$ cat config.mk
export PLATFORM = sky130hd
export DESIGN_NAME = rx_dsp_top
export DESIGN_NICKNAME = d
export VERILOG_FILES = /design/src/source/dsp_pkg.sv /design/src/source/ffe_slicer.sv /design/src/source/code_delay_line.sv /design/src/source/channel_error.sv /design/src/source/rx_dsp_top.sv
export SDC_FILE = /design/constraint.sdc
export NUM_CORES = 2
export LEC_CHECK = 0
export ABC_AREA = 1
export BUFFER_PORTS_ARGS = -buffer_cell sky130_fd_sc_hd__buf_2
export CAP_MARGIN = 0
export CELL_PAD_IN_SITES_DETAIL_PLACEMENT = 0
export CELL_PAD_IN_SITES_GLOBAL_PLACEMENT = 1
export CORE_MARGIN = 2
export CORE_UTILIZATION = 49
export CTS_BUF_LIST = sky130_fd_sc_hd__clkbuf_16
export CTS_CLUSTER_DIAMETER = 150
export CTS_CLUSTER_SIZE = 16
export DETAILED_ROUTE_END_ITERATION = 6
export PLACE_DENSITY = 0.95
export SYNTH_ARGS = -nofsm -noshare
export SYNTH_HDL_FRONTEND = slang
export SYNTH_HIERARCHICAL = 1
export SYNTH_SLANG_ARGS = --single-unit
export TNS_END_PERCENT = 50
$ cat constraint.sdc
create_clock -name clk -period 9.43 [get_ports clk]
set_clock_uncertainty 0.05 [all_clocks]
set_input_delay 1.886 -clock clk [delete_from_list [all_inputs] [get_ports clk]]
set_output_delay 1.886 -clock clk [all_outputs]
set_load 0.05 [all_outputs]
$ cat src/source/dsp_pkg.sv
`default_nettype none

package dsp_pkg;

    // Lane and tap counts
    localparam int LANES     = 4;
    localparam int FFE_TAPS  = 3;
    localparam int CHAN_TAPS = 3;

    // Sample and coefficient widths
    typedef logic signed [7:0]  code_t;
    typedef logic signed [5:0]  weight_t;
    typedef logic signed [15:0] ffe_acc_t;
    typedef logic        [3:0]  shift_t;
    typedef logic signed [15:0] thresh_t;
    typedef logic signed [7:0]  chan_tap_t;
    typedef logic signed [11:0] est_t;
    typedef logic signed [12:0] err_t;

    // Lane 0 holds the oldest sample of a word
    typedef struct packed {
        code_t [LANES-1:0] lane;
    } code_word_t;

    typedef struct packed {
        logic [LANES-1:0] lane;
    } bit_word_t;

    typedef struct packed {
        err_t [LANES-1:0] lane;
    } err_word_t;

    // Static datapath configuration, tap 0 is the current sample
    typedef struct packed {
        weight_t   [FFE_TAPS-1:0]  ffe_weight;
        shift_t                    ffe_shift;
        thresh_t                   thresh;
        chan_tap_t [CHAN_TAPS-1:0] chan_tap;
        shift_t                    chan_shift;
    } dsp_cfg_t;

    // Whether the history word holds real data since reset
    typedef enum logic {
        HIST_EMPTY,
        HIST_FULL
    } hist_state_t;

endpackage : dsp_pkg

`default_nettype wire

$ cat src/source/ffe_slicer.sv
`timescale 1ns/1ps
`default_nettype none

module ffe_slicer (
    input  logic                clk,
    input  logic                rst_i,

    input  logic                codes_valid_i,
    input  dsp_pkg::code_word_t codes_i,
    input  dsp_pkg::dsp_cfg_t   cfg_i,

    output logic                bits_valid_o,
    output dsp_pkg::bit_word_t  bits_o
);
    import dsp_pkg::*;

    code_word_t  prev_codes;
    hist_state_t hist_state;
    bit_word_t   bits_nxt;

    // FFE and slicer per lane
    // Samples before lane 0 come from the previous word
    always_comb begin
        ffe_acc_t acc;
        ffe_acc_t shifted;
        code_t    tap_code;
        weight_t  tap_weight;
        int       idx;

        bits_nxt = '0;
        for (int i = 0; i < LANES; i++) begin
            acc = '0;
            for (int k = 0; k < FFE_TAPS; k++) begin
                idx = i - k;
                if (idx >= 0) begin
                    tap_code = codes_i.lane[idx];
                end else begin
                    tap_code = prev_codes.lane[LANES + idx];
                end
                tap_weight = cfg_i.ffe_weight[k];
                acc = acc + ffe_acc_t'(tap_weight) * ffe_acc_t'(tap_code);
            end
            shifted = acc >>> cfg_i.ffe_shift;
            bits_nxt.lane[i] = (shifted >= cfg_i.thresh);
        end
    end

    // Control state and history
    always_ff @(posedge clk) begin
        if (rst_i) begin
            bits_valid_o <= 1'b0;
            prev_codes   <= '0;
            hist_state   <= HIST_EMPTY;
        end else begin
            bits_valid_o <= codes_valid_i;
            if (codes_valid_i) begin
                prev_codes <= codes_i;
                hist_state <= HIST_FULL;
            end
        end
    end

    always_ff @(posedge clk) begin
        if (codes_valid_i) begin
            bits_o <= bits_nxt;
        end
    end

    // One cycle from code strobe to bit strobe
    a_bits_follow_codes: assert property (
        @(posedge clk) disable iff (rst_i)
        !$past(rst_i) |-> (bits_valid_o == $past(codes_valid_i))
    ) else $error("bits_valid_o does not follow codes_valid_i by one cycle");

    a_quiet_after_reset: assert property (
        @(posedge clk) disable iff (rst_i)
        $past(rst_i) |-> !bits_valid_o
    ) else $error("bits_valid_o high in the first cycle after reset");

    // Empty history must still read as zero
    a_empty_hist_zero: assert property (
        @(posedge clk) disable iff (rst_i)
        (hist_state == HIST_EMPTY) |-> (prev_codes == '0)
    ) else $error("code history not zero before the first word");

endmodule : ffe_slicer

`default_nettype wire

$ cat src/source/code_delay_line.sv
`timescale 1ns/1ps
`default_nettype none

module code_delay_line #(
    parameter int DEPTH = 1
) (
    input  logic                clk,
    input  logic                rst_i,

    input  logic                valid_i,
    input  dsp_pkg::code_word_t codes_i,

    output logic                valid_o,
    output dsp_pkg::code_word_t codes_o
);
    import dsp_pkg::*;

    if (DEPTH < 1) begin : g_depth_check
        $error("code_delay_line needs DEPTH of at least 1, got %0d", DEPTH);
    end

    logic [DEPTH-1:0] valid_pipe;
    code_word_t       code_pipe [DEPTH];

    // Stage 0 takes the input, each later stage the one before
    always_ff @(posedge clk) begin
        if (rst_i) begin
            valid_pipe <= '0;
            for (int s = 0; s < DEPTH; s++) begin
                code_pipe[s] <= '0;
            end
        end else begin
            valid_pipe[0] <= valid_i;
            code_pipe[0]  <= codes_i;
            for (int s = 1; s < DEPTH; s++) begin
                valid_pipe[s] <= valid_pipe[s-1];
                code_pipe[s]  <= code_pipe[s-1];
            end
        end
    end

    assign valid_o = valid_pipe[DEPTH-1];
    assign codes_o = code_pipe[DEPTH-1];

endmodule : code_delay_line

`default_nettype wire

$ cat src/source/channel_error.sv
`timescale 1ns/1ps
`default_nettype none

module channel_error (
    input  logic                clk,
    input  logic                rst_i,

    input  logic                bits_valid_i,
    input  dsp_pkg::bit_word_t  bits_i,
    input  logic                codes_valid_i,
    input  dsp_pkg::code_word_t codes_i,
    input  dsp_pkg::dsp_cfg_t   cfg_i,

    output logic                err_valid_o,
    output dsp_pkg::err_word_t  err_o
);
    import dsp_pkg::*;

    bit_word_t   prev_bits;
    hist_state_t hist_state;
    err_word_t   err_nxt;

    // Channel filter, a 1 adds the tap and a 0 subtracts it
    always_comb begin
        est_t      est;
        code_t     raw;
        chan_tap_t tap;
        logic      past_bit;
        int        idx;

        err_nxt = '0;
        for (int i = 0; i < LANES; i++) begin
            est = '0;
            for (int k = 0; k < CHAN_TAPS; k++) begin
                idx = i - k;
                if (idx >= 0) begin
                    past_bit = bits_i.lane[idx];
                end else begin
                    past_bit = prev_bits.lane[LANES + idx];
                end
                tap = cfg_i.chan_tap[k];
                if (past_bit) begin
                    est = est + est_t'(tap);
                end else begin
                    est = est - est_t'(tap);
                end
            end
            est = est >>> cfg_i.chan_shift;
            raw = codes_i.lane[i];
            err_nxt.lane[i] = err_t'(est) - err_t'(raw);
        end
    end

    always_ff @(posedge clk) begin
        if (rst_i) begin
            err_valid_o <= 1'b0;
            prev_bits   <= '0;
            hist_state  <= HIST_EMPTY;
        end else begin
            err_valid_o <= bits_valid_i;
            if (bits_valid_i) begin
                prev_bits  <= bits_i;
                hist_state <= HIST_FULL;
            end
        end
    end

    always_ff @(posedge clk) begin
        if (bits_valid_i) begin
            err_o <= err_nxt;
        end
    end

    // Raw codes from the delay line must meet their own bits
    a_codes_aligned: assert property (
        @(posedge clk) disable iff (rst_i)
        codes_valid_i == bits_valid_i
    ) else $error("delayed code strobe not aligned with bit strobe");

    a_err_follows_bits: assert property (
        @(posedge clk) disable iff (rst_i)
        !$past(rst_i) |-> (err_valid_o == $past(bits_valid_i))
    ) else $error("err_valid_o does not follow bits_valid_i by one cycle");

    a_empty_hist_zero: assert property (
        @(posedge clk) disable iff (rst_i)
        (hist_state == HIST_EMPTY) |-> (prev_bits == '0)
    ) else $error("bit history not zero before the first word");

endmodule : channel_error

`default_nettype wire

$ cat src/source/rx_dsp_top.sv
`timescale 1ns/1ps
`default_nettype none

module rx_dsp_top (
    input  logic                clk,
    input  logic                rst_i,

    input  logic                codes_valid_i,
    input  dsp_pkg::code_word_t codes_i,
    // Held stable while data flows
    input  dsp_pkg::dsp_cfg_t   cfg_i,

    output logic                bits_valid_o,
    output dsp_pkg::bit_word_t  bits_o,
    output logic                err_valid_o,
    output dsp_pkg::err_word_t  err_o
);
    import dsp_pkg::*;

    // Matches the one-cycle latency of the FFE and slicer
    localparam int CODE_DELAY = 1;

    logic       bits_valid;
    bit_word_t  bits;
    logic       dly_valid;
    code_word_t dly_codes;

    ffe_slicer u_ffe_slicer (
        .clk           (clk),
        .rst_i         (rst_i),
        .codes_valid_i (codes_valid_i),
        .codes_i       (codes_i),
        .cfg_i         (cfg_i),
        .bits_valid_o  (bits_valid),
        .bits_o        (bits)
    );

    code_delay_line #(
        .DEPTH (CODE_DELAY)
    ) u_code_delay (
        .clk     (clk),
        .rst_i   (rst_i),
        .valid_i (codes_valid_i),
        .codes_i (codes_i),
        .valid_o (dly_valid),
        .codes_o (dly_codes)
    );

    channel_error u_channel_error (
        .clk           (clk),
        .rst_i         (rst_i),
        .bits_valid_i  (bits_valid),
        .bits_i        (bits),
        .codes_valid_i (dly_valid),
        .codes_i       (dly_codes),
        .cfg_i         (cfg_i),
        .err_valid_o   (err_valid_o),
        .err_o         (err_o)
    );

    assign bits_valid_o = bits_valid;
    assign bits_o       = bits;

endmodule : rx_dsp_top

`default_nettype wire

==> results.py <==
metrics = {
    "place": {
        "post-dp-hpwl_mm": 107,
        "portBuffers": 158,
        "placed_cells": 6919,
        "place_congestion": 0.986,
    },
    "timing": {
        "finalSetupViolCount": 0,
        "fin_tns_setup_ps": 0,
        "hold_viol_final": 0,
        "min_period_over_period": 0.961,
        "rsz0062_at_grt": "false",
        "drv_slew": 0,
        "slew_headroom": 0.339,
        "min_period_ps": 9070,
        "fmax_mhz": 110,
        "worst_pin_slew_ps": 992,
    },
    "global_route": {
        "antenna_found_initial": 2,
        "grt_pass1_wl_mm": 200,
        "grt_max_degree": 73,
        "grt_pass1_vias": 37500,
        "grt.overflow.total": 0,
        "grt_usage": 0.301,
    },
    "cts": {
        "cts_setup_buffers": 0,
        "htreeDepth": 3,
        "cts_root_buffer": "clkbuf_16",
        "cts_resized": 0,
        "clk_latency_ps": 400,
        "hold_buffers": 0,
        "cts-buffers-inserted": 9,
        "clk_pin_slew_ps": 90,
        "clockBufferDepth": 2,
        "cts.sinks": 108,
        "cts_tree": "done",
    },
    "routing": {
        "ant_nets": 0,
        "drt-wirelength-per-cell_um": 18.3,
        "dr.pass1.iters": 7,
        "drc": 1,
        "drt_wl_total_mm": 127,
        "vias": 36600,
        "vias_per_cell": 5.27,
        "drt-initial-drc-count": 2567,
    },
    "critical_path": {
        "crit_required_ps": 9530,
        "r2r_end": "u_ffe_slicer/bits_o[1]$_DFFE_PP_",
        "crit_type": "in -> reg",
        "r2r_cells": 32,
        "regToRegStartpoint": "u_ffe_slicer/prev_codes[26]$_SDFFE_PP0P_",
        "end_kind": "flip-flop",
        "worstPathMaxFanout": 12,
        "rrSetupSlack_ps": 1620,
        "critPathLaunchType": "primary input",
        "crit_top_cell": "fa_1",
        "cp_data_arrival_time_ps": 9170,
        "slowest_delay_ps": 650,
        "cpMaxStageDelayCell": "fa_1",
    },
    "min_path": {
        "hold_end": "u_channel_error/err_o[0]$_DFFE_PP_",
        "hold_start": "u_code_delay/code_pipe[0][0]$_SDFF_PP0_",
        "min_path_type": "reg -> reg",
        "hold_path_depth": 2,
    },
    "synthesis": {
        "postSynthCellCount": 5743,
        "syn_area_um2": 41000,
        "synth_warnings": 6,
        "synth_nets": 6922,
        "syn_area_per_cell_um2": 7.14,
    },
    "layout": {
        "area_growth_pct": 6.89,
        "final_util": 0.526,
        "final_common_cell": "inv_1",
        "layoutNonFillerInstCount": 6937,
        "final_cell_mix": "inv_1, nand2_1, fa_1, ha_1, nand3_1",
        "nFillCells": 8138,
        "layout.nets": 7029,
        "drive_gt1_frac": 0.0803,
    },
    "floorplan": {
        "die_w_um": 293,
        "rows": 106,
        "core_area_um2": 83300,
        "ios": 159,
        "initial_utilization": 0.493,
        "die_y_um": 293,
        "die_area_um2": 86100,
    },
    "status": {
        "failed_checks": "DRC",
        "outcome": "complete, but fails checks",
    },
    "job": {
        "maxCapViolCount": 0,
    },
}
==> metal layers <==
layer,global-route usage,share of wire
met5,0,0
met4,0.160,0.064
met3,0.0364,0.058
met2,0.541,0.50
met1,0.351,0.38
==> area by class of cell <==
type | count | area, µm² | area share
repair buffers | 305 | 2040 | 0.0466
multi-input cells | 3982 | 32000 | 0.730
clock inverters | 7 | 65.1 | 0.00148
diodes | 2 | 5.00 | 0.000114
inverters | 1444 | 5420 | 0.124
flip-flops and latches | 108 | 2720 | 0.0621
clock buffers | 9 | 225 | 0.00514
well taps | 1080 | 1350 | 0.0308
==> stage by stage <==
stage               cell area [µm²]  worst slack [ps]  hold WS [ps]
floorplan                     41000               639           411
detailed placement            43600              89.0           562
global placement              43600               136           561
global route                  43800              25.9           615
CTS                           43800               516           580
finish                        43900               363           592
==> worst max path at each step <==
| stage | startpoint | endpoint |
|---|---|---|
| floorplan | codes_i[15] | u_ffe_slicer/bits_o[3]$_DFFE_PP_ |
| global placement | cfg_i[64] | u_ffe_slicer/bits_o[3]$_DFFE_PP_ |
| detailed placement | cfg_i[55] | u_ffe_slicer/bits_o[2]$_DFFE_PP_ |
| CTS | cfg_i[55] | u_ffe_slicer/bits_o[2]$_DFFE_PP_ |
| global route | cfg_i[48] | u_ffe_slicer/bits_o[1]$_DFFE_PP_ |
| finish | cfg_i[54] | u_ffe_slicer/bits_o[3]$_DFFE_PP_ |
==> critical path: cells and delay by family <==
| family | cells | cell delay, ps |
|---|---|---|
| adders and majority gates | 9 | 4130 |
| and+or+nand+nor | 12 | 1770 |
| buffers and inverters | 5 | 680 |
| AOI/OAI and AO/OA | 5 | 680 |
==> flip-flops by register name, summed over array words and instances, names as in the netlist <==
name,flops
u_channel_error/err_valid_o,1
u_code_delay/code_pipe,32
u_ffe_slicer/bits_o,4
u_channel_error/err_o,52
u_ffe_slicer/bits_valid_o,1
u_ffe_slicer/prev_codes,16
u_channel_error/prev_bits,2
Power is not shown: default switching activity piles up to over one toggle a cycle in this logic, so the estimate is an artifact.
